<file path="src/rx_mac_pkg.sv">
`default_nettype none

package rx_mac_pkg;

   // ----------------------------------------------------------------------
   // stream and status types
   // ----------------------------------------------------------------------

   // one byte of the mac receive stream
   typedef logic [7:0] byte_t;

   // buffer occupancy in sixteenths of the depth
   typedef logic [3:0] fifo_status_t;

   // ----------------------------------------------------------------------
   // flow control thresholds and pause values
   // ----------------------------------------------------------------------

   // pause asked above this level
   localparam fifo_status_t FIFO_HIGH = 4'd8;
   // pause released at or below this level
   localparam fifo_status_t FIFO_LOW  = 4'd4;

   // longest pause the mac can request
   localparam logic [15:0] PAUSE_QUANTA_MAX  = 16'hffff;
   // zero quanta cancels a running pause at the link partner
   localparam logic [15:0] PAUSE_QUANTA_ZERO = 16'h0000;

   // ----------------------------------------------------------------------
   // fsm encodings
   // ----------------------------------------------------------------------

   // per-frame state of the writer
   typedef enum logic [1:0] {
      WR_IDLE  = 2'd0,
      WR_FRAME = 2'd1,
      WR_DROP  = 2'd2
   } writer_state_t;

   // pause fsm, on means a 16'hffff request is outstanding
   typedef enum logic {
      PAUSE_OFF = 1'b0,
      PAUSE_ON  = 1'b1
   } pause_state_t;

endpackage

`default_nettype wire

</file>
<file path="src/rx_client_reader.sv">
`timescale 1ns/1ps
`default_nettype none

module rx_client_reader import rx_mac_pkg::*; (
   input  logic  rx_mac_aclk,
   input  logic  rx_mac_resetn,
   // buffer read port
   input  logic  rd_avail,
   input  byte_t rd_byte,
   input  logic  rd_last,
   output logic  rd_en,
   // client stream
   output byte_t rx_axis_fifo_tdata,
   output logic  rx_axis_fifo_tvalid,
   output logic  rx_axis_fifo_tlast,
   input  logic  rx_axis_fifo_tready
);

   logic out_free;

   // ----------------------------------------------------------------------
   // refill control
   // ----------------------------------------------------------------------

   // register empty or being taken this cycle
   assign out_free = !rx_axis_fifo_tvalid || rx_axis_fifo_tready;

   // pop only committed bytes into a free slot
   assign rd_en = rd_avail && out_free;

   // ----------------------------------------------------------------------
   // output register
   // ----------------------------------------------------------------------

   // valid flag
   always_ff @(posedge rx_mac_aclk) begin
      if (!rx_mac_resetn) begin
         rx_axis_fifo_tvalid <= 1'b0;
      end else if (rd_en) begin
         rx_axis_fifo_tvalid <= 1'b1;
      end else if (rx_axis_fifo_tready) begin
         // consumed, nothing to follow yet
         rx_axis_fifo_tvalid <= 1'b0;
      end
   end

   // payload, held steady under back-pressure
   always_ff @(posedge rx_mac_aclk) begin
      if (rd_en) begin
         rx_axis_fifo_tdata <= rd_byte;
         rx_axis_fifo_tlast <= rd_last;
      end
   end

endmodule

`default_nettype wire

</file>
<file path="src/rx_frame_buffer.sv">
`timescale 1ns/1ps
`default_nettype none

module rx_frame_buffer import rx_mac_pkg::*; #(
   parameter int FIFO_DEPTH = 256
) (
   input  logic         rx_mac_aclk,
   input  logic         rx_mac_resetn,
   // writer side
   input  logic         wr_en,
   input  byte_t        wr_byte,
   input  logic         wr_last,
   input  logic         commit,
   input  logic         rewind,
   output logic         full,
   // reader side
   input  logic         rd_en,
   output logic         rd_avail,
   output byte_t        rd_byte,
   output logic         rd_last,
   // occupancy for flow control
   output fifo_status_t fifo_status
);

   localparam int ADDR_W = $clog2(FIFO_DEPTH);

   // each entry is the last flag on top of the data byte
   logic [8:0]      mem [FIFO_DEPTH];

   // one extra bit tells full from empty
   logic [ADDR_W:0] wr_ptr;
   logic [ADDR_W:0] cmt_ptr;
   logic [ADDR_W:0] rd_ptr;
   logic [ADDR_W:0] used;

   // ----------------------------------------------------------------------
   // storage
   // ----------------------------------------------------------------------
   always_ff @(posedge rx_mac_aclk) begin
      if (wr_en) begin
         mem[wr_ptr[ADDR_W-1:0]] <= {wr_last, wr_byte};
      end
   end

   // reader only sees bytes behind the commit pointer
   assign rd_avail = (rd_ptr != cmt_ptr);
   assign rd_byte  = mem[rd_ptr[ADDR_W-1:0]][7:0];
   assign rd_last  = mem[rd_ptr[ADDR_W-1:0]][8];

   // ----------------------------------------------------------------------
   // pointers
   // ----------------------------------------------------------------------
   always_ff @(posedge rx_mac_aclk) begin
      if (!rx_mac_resetn) begin
         wr_ptr  <= '0;
         cmt_ptr <= '0;
         rd_ptr  <= '0;
      end else begin
         // rewind throws away the open frame
         if (rewind) begin
            wr_ptr <= cmt_ptr;
         end else if (wr_en) begin
            wr_ptr <= wr_ptr + 1'b1;
         end
         // commit comes with the last byte's write
         if (commit) begin
            cmt_ptr <= wr_ptr + 1'b1;
         end
         if (rd_en) begin
            rd_ptr <= rd_ptr + 1'b1;
         end
      end
   end

   // open frame counts against space too
   assign used = wr_ptr - rd_ptr;
   // used never exceeds depth, so the top bit alone means full
   assign full = used[ADDR_W];

   // ----------------------------------------------------------------------
   // occupancy in sixteenths, saturated at 15 when full
   // ----------------------------------------------------------------------
   always_ff @(posedge rx_mac_aclk) begin
      if (!rx_mac_resetn) begin
         fifo_status <= '0;
      end else if (used[ADDR_W]) begin
         fifo_status <= 4'hf;
      end else begin
         fifo_status <= used[ADDR_W-1 -: 4];
      end
   end

endmodule

`default_nettype wire

</file>
<file path="src/rx_frame_writer.sv">
`timescale 1ns/1ps
`default_nettype none

module rx_frame_writer import rx_mac_pkg::*; (
   input  logic        rx_mac_aclk,
   input  logic        rx_mac_resetn,
   // mac side, no ready
   input  byte_t       rx_axis_mac_tdata,
   input  logic        rx_axis_mac_tvalid,
   input  logic        rx_axis_mac_tlast,
   input  logic        rx_axis_mac_tuser,
   // buffer write port
   input  logic        full,
   output logic        wr_en,
   output byte_t       wr_byte,
   output logic        wr_last,
   output logic        commit,
   output logic        rewind,
   // status
   output logic [31:0] rx_error_count,
   output logic        rx_fifo_overflow
);

   writer_state_t state;
   writer_state_t state_nxt;
   logic          bad_last;
   logic          ovf_last;

   // data goes straight to the buffer, control decides if it sticks
   assign wr_byte = rx_axis_mac_tdata;

   // ----------------------------------------------------------------------
   // per-byte write and drop decisions
   // ----------------------------------------------------------------------
   always_comb begin
      state_nxt = state;
      wr_en     = 1'b0;
      wr_last   = 1'b0;
      commit    = 1'b0;
      rewind    = 1'b0;
      bad_last  = 1'b0;
      ovf_last  = 1'b0;
      if (rx_axis_mac_tvalid) begin
         case (state)
            WR_IDLE, WR_FRAME: begin
               if (rx_axis_mac_tlast && rx_axis_mac_tuser) begin
                  // bad frame, last byte itself is never stored
                  rewind    = 1'b1;
                  bad_last  = 1'b1;
                  state_nxt = WR_IDLE;
               end else if (full) begin
                  // no room, whole frame goes
                  if (rx_axis_mac_tlast) begin
                     rewind    = 1'b1;
                     ovf_last  = 1'b1;
                     state_nxt = WR_IDLE;
                  end else begin
                     state_nxt = WR_DROP;
                  end
               end else begin
                  wr_en     = 1'b1;
                  wr_last   = rx_axis_mac_tlast;
                  // good last byte publishes the frame
                  commit    = rx_axis_mac_tlast;
                  state_nxt = rx_axis_mac_tlast ? WR_IDLE : WR_FRAME;
               end
            end
            WR_DROP: begin
               // swallow the rest, tuser here counts as overflow only
               if (rx_axis_mac_tlast) begin
                  rewind    = 1'b1;
                  ovf_last  = 1'b1;
                  state_nxt = WR_IDLE;
               end
            end
            default: state_nxt = WR_IDLE;
         endcase
      end
   end

   // ----------------------------------------------------------------------
   // state, error counter and overflow pulse
   // ----------------------------------------------------------------------
   always_ff @(posedge rx_mac_aclk) begin
      if (!rx_mac_resetn) begin
         state            <= WR_IDLE;
         rx_error_count   <= 32'd0;
         rx_fifo_overflow <= 1'b0;
      end else begin
         state            <= state_nxt;
         rx_fifo_overflow <= ovf_last;
         if (bad_last) begin
            rx_error_count <= rx_error_count + 32'd1;
         end
      end
   end

endmodule

`default_nettype wire

</file>
<file path="src/rx_mac_fifo_top.sv">
`timescale 1ns/1ps
`default_nettype none

module rx_mac_fifo_top import rx_mac_pkg::*; #(
   parameter int FIFO_DEPTH = 256
) (
   input  logic        rx_mac_aclk,
   input  logic        rx_mac_resetn,
   // from the mac
   input  byte_t       rx_axis_mac_tdata,
   input  logic        rx_axis_mac_tvalid,
   input  logic        rx_axis_mac_tlast,
   input  logic        rx_axis_mac_tuser,
   // to the client
   output byte_t       rx_axis_fifo_tdata,
   output logic        rx_axis_fifo_tvalid,
   output logic        rx_axis_fifo_tlast,
   input  logic        rx_axis_fifo_tready,
   // flow control toward the mac transmitter
   output logic        pause_req,
   output logic [15:0] pause_val,
   // status
   output logic [31:0] rx_error_count,
   output logic        rx_fifo_overflow
);

   // ----------------------------------------------------------------------
   // internal wiring
   // ----------------------------------------------------------------------

   // writer to buffer
   logic         wr_en;
   byte_t        wr_byte;
   logic         wr_last;
   logic         commit;
   logic         rewind;
   logic         full;

   // buffer to reader
   logic         rd_en;
   logic         rd_avail;
   byte_t        rd_byte;
   logic         rd_last;

   // buffer to pause controller
   fifo_status_t fifo_status;

   // ----------------------------------------------------------------------
   // frame writer, drops bad and oversized frames
   // ----------------------------------------------------------------------
   rx_frame_writer u_writer (
      .rx_mac_aclk        (rx_mac_aclk),
      .rx_mac_resetn      (rx_mac_resetn),
      .rx_axis_mac_tdata  (rx_axis_mac_tdata),
      .rx_axis_mac_tvalid (rx_axis_mac_tvalid),
      .rx_axis_mac_tlast  (rx_axis_mac_tlast),
      .rx_axis_mac_tuser  (rx_axis_mac_tuser),
      .full               (full),
      .wr_en              (wr_en),
      .wr_byte            (wr_byte),
      .wr_last            (wr_last),
      .commit             (commit),
      .rewind             (rewind),
      .rx_error_count     (rx_error_count),
      .rx_fifo_overflow   (rx_fifo_overflow)
   );

   // frame store
   rx_frame_buffer #(
      .FIFO_DEPTH (FIFO_DEPTH)
   ) u_buffer (
      .rx_mac_aclk   (rx_mac_aclk),
      .rx_mac_resetn (rx_mac_resetn),
      .wr_en         (wr_en),
      .wr_byte       (wr_byte),
      .wr_last       (wr_last),
      .commit        (commit),
      .rewind        (rewind),
      .full          (full),
      .rd_en         (rd_en),
      .rd_avail      (rd_avail),
      .rd_byte       (rd_byte),
      .rd_last       (rd_last),
      .fifo_status   (fifo_status)
   );

   // client stream with back-pressure
   rx_client_reader u_reader (
      .rx_mac_aclk         (rx_mac_aclk),
      .rx_mac_resetn       (rx_mac_resetn),
      .rd_avail            (rd_avail),
      .rd_byte             (rd_byte),
      .rd_last             (rd_last),
      .rd_en               (rd_en),
      .rx_axis_fifo_tdata  (rx_axis_fifo_tdata),
      .rx_axis_fifo_tvalid (rx_axis_fifo_tvalid),
      .rx_axis_fifo_tlast  (rx_axis_fifo_tlast),
      .rx_axis_fifo_tready (rx_axis_fifo_tready)
   );

   // pause requests from buffer fill
   rx_pause_ctrl u_pause (
      .rx_mac_aclk   (rx_mac_aclk),
      .rx_mac_resetn (rx_mac_resetn),
      .fifo_status   (fifo_status),
      .pause_req     (pause_req),
      .pause_val     (pause_val)
   );

endmodule

`default_nettype wire

</file>
<file path="src/rx_pause_ctrl.sv">
`timescale 1ns/1ps
`default_nettype none

module rx_pause_ctrl import rx_mac_pkg::*; (
   input  logic         rx_mac_aclk,
   input  logic         rx_mac_resetn,
   input  fifo_status_t fifo_status,
   output logic         pause_req,
   output logic [15:0]  pause_val
);

   logic         sample_tick;
   fifo_status_t status_slow;
   pause_state_t state;
   logic         go_on;
   logic         go_off;

   // ----------------------------------------------------------------------
   // status sampling, every second cycle
   // ----------------------------------------------------------------------
   always_ff @(posedge rx_mac_aclk) begin
      if (!rx_mac_resetn) begin
         sample_tick <= 1'b0;
         status_slow <= '0;
      end else begin
         sample_tick <= !sample_tick;
         if (sample_tick) begin
            status_slow <= fifo_status;
         end
      end
   end

   // threshold crossings, hysteresis between low and high
   assign go_on  = (state == PAUSE_OFF) && (status_slow > FIFO_HIGH);
   assign go_off = (state == PAUSE_ON) && (status_slow <= FIFO_LOW);

   // ----------------------------------------------------------------------
   // pause fsm
   // ----------------------------------------------------------------------
   always_ff @(posedge rx_mac_aclk) begin
      if (!rx_mac_resetn) begin
         state     <= PAUSE_OFF;
         pause_req <= 1'b0;
      end else begin
         // single cycle request per transition
         pause_req <= go_on || go_off;
         if (go_on) begin
            state <= PAUSE_ON;
         end else if (go_off) begin
            state <= PAUSE_OFF;
         end
      end
   end

   // value only matters alongside pause_req
   always_ff @(posedge rx_mac_aclk) begin
      if (go_on) begin
         pause_val <= PAUSE_QUANTA_MAX;
      end else if (go_off) begin
         pause_val <= PAUSE_QUANTA_ZERO;
      end
   end

endmodule

`default_nettype wire

</file>
<file path="config.mk">
export PLATFORM = sky130hd
export DESIGN_NAME = rx_mac_fifo_top
export DESIGN_NICKNAME = d
export VERILOG_FILES = /design/src/rx_mac_pkg.sv /design/src/rx_client_reader.sv /design/src/rx_frame_buffer.sv /design/src/rx_frame_writer.sv /design/src/rx_mac_fifo_top.sv /design/src/rx_pause_ctrl.sv
export SDC_FILE = /design/constraint.sdc
export NUM_CORES = 2
export LEC_CHECK = 0
export ABC_CLOCK_PERIOD_IN_PS = 15830
export BUFFER_PORTS_ARGS = -buffer_cell sky130_fd_sc_hd__buf_2
export CORE_AREA = 2 2 520 522
export DETAILED_ROUTE_END_ITERATION = 12
export DIE_AREA = 0 0 522 524
export PLACE_DENSITY_LB_ADDON = 0.1
export SKIP_CTS_REPAIR_TIMING = 1
export SYNTH_ARGS = -nofsm -noshare
export SYNTH_HDL_FRONTEND = slang
export SYNTH_SLANG_ARGS = --single-unit
</file>
<file path="constraint.sdc">
create_clock -name rx_mac_aclk -period 15.83 [get_ports rx_mac_aclk]
set_clock_uncertainty 0.1 [all_clocks]
set_input_delay 4.749 -clock rx_mac_aclk [delete_from_list [all_inputs] [get_ports rx_mac_aclk]]
set_output_delay 4.749 -clock rx_mac_aclk [all_outputs]
set_load 0.005 [all_outputs]
</file>
; Yosys cells after proc, flatten, opt, wreduce, memory -nomap -nowiden
; Memories as Yosys holds them, arrays and structs flattened. A register that Yosys moved wholly into a read port is not among the register bits.
; Cells that the tools add are included.
[word_totals]
input_bits = 14
wordCells = 73
mem_bits_rw = 2304
regBits = 90
memories = 1
out_inout_bits = 60
[mem_list]
columns = memory, depth, word_bits, rd, rd_clocked_by_memory_dff, write_ports, line
row1 = u_buffer.mem, 256, 9, 1, 1, 1, rx_frame_buffer.sv:28  ; logic [8:0] mem [FIFO_DEPTH];
[op_classes]
eq_ne = 4
magnitude_cmp = 2
addsub = 4
muxes = 33
reduce_logical = 15
bitwise = 1
[op_table]
columns = op, n
row1 = "adder 32 x 1 -> 32 bit, second input constant", 1
row2 = two-way mux 1 bit, 23
row3 = "adder 9 x 1 -> 9 bit, second input constant", 2
row4 = two-way mux 9 bit, 2
row5 = inequality test 9 bit, 1
row6 = subtractor 9 bit, 1
row7 = two-way mux 2 bit, 4
row8 = nonzero test 2 bit, 3
row9 = "> comparator 4 bit, second input constant", 1
row10 = "less-or-equal comparator 4 x 3 -> 1 bit, second input constant", 1
row11 = logical AND 1 bit, 4
row12 = two-way mux 4 bit, 1
row13 = case mux 1 bit (2 select lines), 2
row14 = case mux 2 bit (2 select lines), 1
row15 = AND reduction 2 bit, 2
row16 = "== test 2 x 1 -> 1 bit, second input constant", 1
row17 = "== test 2 bit, second input constant", 1
row18 = logical NOT 1 bit, 2
row19 = logical NOT 2 bit, 1
row20 = logical OR 1 bit, 2
row21 = "inequality test 2 bit, second input constant", 1
row22 = OR reduction 2 bit, 1
row23 = inverter 1 bit, 1

; Logic depth before layout (Yosys ltp)
[depth]
word_depth = 7
depth_mapped = 16
depth_no_buf = 10

; Modules after synthesis
; A second synthesis with hierarchy kept.
[hier_totals]
hier_cells = 4418
hier_area_um2 = 93225.7
[by_module_without_submodules]
columns = module, area_each_um2, cells_per_inst, n_inst
row1 = rx_frame_buffer, 90694.5, 4146, 1
row2 = rx_frame_writer, 1790.5, 213, 1
row3 = rx_pause_ctrl, 422.9, 46, 1
row4 = rx_client_reader, 317.8, 13, 1

; Worst setup path before layout
; No wires, ideal clock.
[synth_timing]
kind = in2reg
startpoint = in rx_axis_mac_tvalid
endpoint = mem u_buffer.mem[0][8] (data pin)
t_arrival_ns = 8.632
path_buffers = 1
setup_slack_ns = 6.319
setup_time_ns = 0.779
cell_stages = 6
cell_sequence = nand2b_1 > nand2b_1 > nor3b_1 > buf_2 > nand2_1 > inv_1
[synth_via]
elab_chain_cells = 1
[synth_rtl]
columns = element, line
row1 = from (decl), rx_mac_fifo_top.sv:11  ; input logic rx_axis_mac_tvalid,
row2 = two-way mux 1 bit, n/a
row3 = net commit, rx_mac_fifo_top.sv:35  ; logic commit;
row4 = to (decl), rx_frame_buffer.sv:28
; The timed path passes the listed nets, and every way through them passes these cells.

; Final worst setup path
[layout_timing]
startpoint = in rx_axis_mac_tlast
endpoint = mem u_buffer.mem[69][8] (enable)
[layout_via]
elab_chain_cells = 6
[layout_rtl]
columns = element, line
row1 = from (decl), rx_mac_fifo_top.sv:12  ; input logic rx_axis_mac_tlast,
row2 = logical AND 1 bit, rx_frame_writer.sv:46  ; if (rx_axis_mac_tlast && rx_axis_mac_tuser) begin
row3 = two-way mux 1 bit, rx_frame_writer.sv:46
row4 = two-way mux 1 bit, rx_frame_writer.sv:44  ; case (state)
row5 = two-way mux 1 bit, rx_frame_writer.sv:43  ; if (rx_axis_mac_tvalid) begin
row6 = two-way mux 1 bit, rx_frame_buffer.sv:40  ; if (wr_en) begin
row7 = two-way mux 1 bit (not written as such), rx_frame_buffer.sv:41  ; mem[wr_ptr[ADDR_W-1:0]] <= {wr_last, wr_byte};
; Every way passes these cells.

==> impl_metrics.toml <==
[setup_path]
reg2reg_from = "u_buffer.rd_ptr[0]"
cp_slowest_cell = "nor2_1"
endpoint_kind = "register"
path_common_cell = "nand2_1"
reg2reg_depth = 10
r2r-end = "u_reader.rx_axis_fifo_tdata[4]"
worstSetupStartpointType = "input port"
path_cells = "buf_2 -> nand2_1 -> nand2b_1 -> or3b_1 -> nor3b_4 -> nand2_1 -> nor2_1"
required_ps = 16250
crit_arrival_ps = 8330
crit_family = "simple AND/OR/NAND/NOR gates"
rrSetupSlack_ps = 9350
cpPeakStageDelay_ps = 860
cp_num_buf_inv = 1
crit_type = "in -> reg"
critPathMaxFanout = 16

[cells_and_area]
nets = 4852
syn_to_final_growth_pct = 14.2
drive_above_1_share = 0.226

[logic_synthesis]
synth_ff_type = "edfxtp_1"
async_flop_share = 0
netlist_area_um2 = 93300
synth_edf_count = 2313
synthCells = 4663
ys_seq_area_frac = 0.760
yosys_warnings = 0
synth_cell_type_count = 75
synth_nets = 4690
avgSynthCellArea_um2 = 20.0
synth_seq_cells = 2388

[floorplanning]
dieArea_um2 = 274000
fp.coreArea_um2 = 267000
ios = 74
rows = 190
die_h_um = 524
die_w_um = 522
initial_core_util = 0.349

[timing]
fin_crit_ps = 7910
finalCritPeriodShare = 0.500
setup_tns_ps = 0
drv_slew = 0
finalSetupViolCount = 0
relSlewSlack = 0.132
tightest_slew_ps = 1300
fmax_mhz = 126
hold_viol_final = 0
rsz0062_at_grt = "false"

[placement]
dp_hpwl_mm = 177
gp_congestion = 0.815
numPortBuffers = 73

[clocking]
clock_sinks = 2388
root_buffer = "clkbuf_16"
numCtsBuffers = 279
cts.htree.levels = 5
clk_latency_ps = 940
tritoncts = "yes"
cts.clk_slew.worst_paths_ps = 60
clk_path_buf_depth = 4

[global_route]
grt.overflow.total = 0
grt_max_degree = 147
track_usage = 0.221
grt_pass1_wl_mm = 417
grt_pass1_vias = 48100
antenna_found_initial = 27

[routing]
vias_per_cell = 5.60
wl_per_cell_um = 35.4
firstDrtPassIters = 5
dr_total_vias = 48000
drtIter0Drc = 5645
drt-total-wl_mm = 304
ant_nets = 0
remaining_drc_errors = 0

[power_and_ir_drop]
power_density_nw_per_um2 = 157
vdd_drop_max_v = 0.0000949
p_total_mw = 16.7
power.leakage_nw = 32.7

[min_path]
hold_end = "u_pause.status_slow[1]"
hold_path.class = "reg -> reg"
min_from = "u_buffer.fifo_status[1]"
hold_depth = 2

[job]
drv_cap = 0

[run_status]
status = "complete, no violations"
## state kept, by name, indices dropped and copies added, names as in the netlist, 2 cells and up
name	cells
u_buffer.cmt_ptr	9
u_buffer.fifo_status	4
u_buffer.mem	2304
u_buffer.rd_ptr	9
u_buffer.wr_ptr	9
u_pause.status_slow	4
u_reader.rx_axis_fifo_tdata	8
u_writer.rx_error_count	32
u_writer.state	2
## worst reg2reg max path, stage by stage, from the launching register on
cell,delay [ps]
dfxtp_4,360
buf_12,560
buf_12,590
buf_4,860
buf_4,750
mux4_2,700
mux4_2,520
o21ai_0,170
a311oi_1,100
nor3_1,1020
o21ai_0,410
## cells in the final DEF (no fill, tap or decap), drive strengths merged, types with 38 or more instances in the layout
master,netlist,routed
a21oi,120,120
mux4,518,518
nand2,157,157
edfxtp,2313,2313
mux2i,246,246
buf,180,176
nor2,370,370
o22ai,38,38
clkbuf,115,335
o21ai,73,73
a221oi,51,51
dfxtp,75,75
clkinv,1,100
## power by group
part | leakage [nW] | internal, mW | switching, mW
Clock | 4.25 | 3.71 | 2.51
Combinational | 7.04 | 1.30 | 2.06
Sequential | 21.5 | 7.04 | 0.0746
## cells in the mapped netlist (8+ instances only)
| cell | number | share of area |
|---|---|---|
| a2111oi_0 | 10 | 0.00094 |
| a211oi_1 | 15 | 0.0012 |
| a21oi_1 | 120 | 0.0064 |
| a221oi_1 | 51 | 0.0048 |
| a22oi_1 | 28 | 0.0023 |
| a311oi_1 | 9 | 0.00084 |
| a31oi_1 | 13 | 0.00087 |
| and2_1 | 10 | 0.00067 |
| and3_1 | 13 | 0.00087 |
| buf_1 | 34 | 0.0014 |
| buf_2 | 80 | 0.0043 |
| buf_4 | 54 | 0.0043 |
| buf_6 | 12 | 0.0014 |
| clkbuf_1 | 115 | 0.0046 |
| dfxtp_1 | 75 | 0.016 |
| edfxtp_1 | 2313 | 0.74 |
| ha_1 | 13 | 0.0017 |
| inv_1 | 14 | 0.00056 |
| mux2i_1 | 246 | 0.026 |
| mux4_2 | 518 | 0.13 |
| nand2_1 | 157 | 0.0063 |
| nand2b_1 | 8 | 0.00054 |
| nand3_1 | 33 | 0.0018 |
| nand4_1 | 15 | 0.0010 |
| nor2_1 | 370 | 0.015 |
| nor2b_1 | 15 | 0.0010 |
| nor3_1 | 25 | 0.0013 |
| nor4_1 | 12 | 0.00080 |
| o21ai_0 | 73 | 0.0039 |
| o221ai_1 | 25 | 0.0023 |
| o22ai_1 | 38 | 0.0025 |
| xnor2_1 | 33 | 0.0031 |
| xor2_1 | 23 | 0.0022 |
## cell families (layout without fill, tap and decap cells)
group                      after synthesis  in the layout  synth area share
adders and majority gates               13             13           0.00174
buffers and inverters                  311            657            0.0167
other                                    0              9                 0
muxes                                  771            771             0.152
DFF                                   2388           2388             0.760
xor gates and xnor gates                56             56           0.00526
and+or+nand+nor                        685            685            0.0319
AOI/OAI and AO/OA                      439            439            0.0318
## stage by stage
stage	util	area [µm²]	hold slack, ps	std cells	setup slack [ps]
after floorplan	-	93300	340	4663	6320
after global placement	0.366	97900	347	8096	6970
after detailed placement	0.366	97900	364	8096	7010
after CTS	0.398	107000	379	8561	7990
after global routing	0.398	107000	397	8563	7830
final	0.398	107000	375	8570	7920
## worst max-delay path by stage
stage | from | end | depth (start not counted) | slack, ps
6_report | rx_axis_mac_tlast | u_buffer.mem[69][8] | 7 | 7920
2_1_floorplan | rx_axis_mac_tvalid | u_buffer.mem[0][8] | 6 | 6320
3_5_place_dp | rx_axis_mac_tlast | u_buffer.mem[69][8] | 7 | 7010
3_3_place_gp | rx_axis_mac_tlast | u_buffer.mem[73][6] | 7 | 6970
5_1_grt | rx_axis_mac_tlast | u_buffer.mem[65][2] | 7 | 7830
4_1_cts | rx_axis_mac_tlast | u_buffer.mem[66][1] | 7 | 7990
## per-layer routing
layer  vias to the layer above  GRT usage  routed length [µm]
met2                      2013      0.345              142000
met3                       368     0.0411               20300
li1                      19500          -                   -
met5                         -          0                  34
met1                     26100      0.316              134000
met4                         6     0.0606                7450
## layout make-up
class,count,area [µm²]
clock inverters,130,1300
well taps,3552,4440
multi-input cells,1964,21000
flip-flops and latches,2388,71000
diodes,9,22.5
inverters,16,77.6
clock buffers,335,7350
repair buffers,176,1390
fillers,23800,161000
No activity file was read; power rests on OpenSTA's default activity.
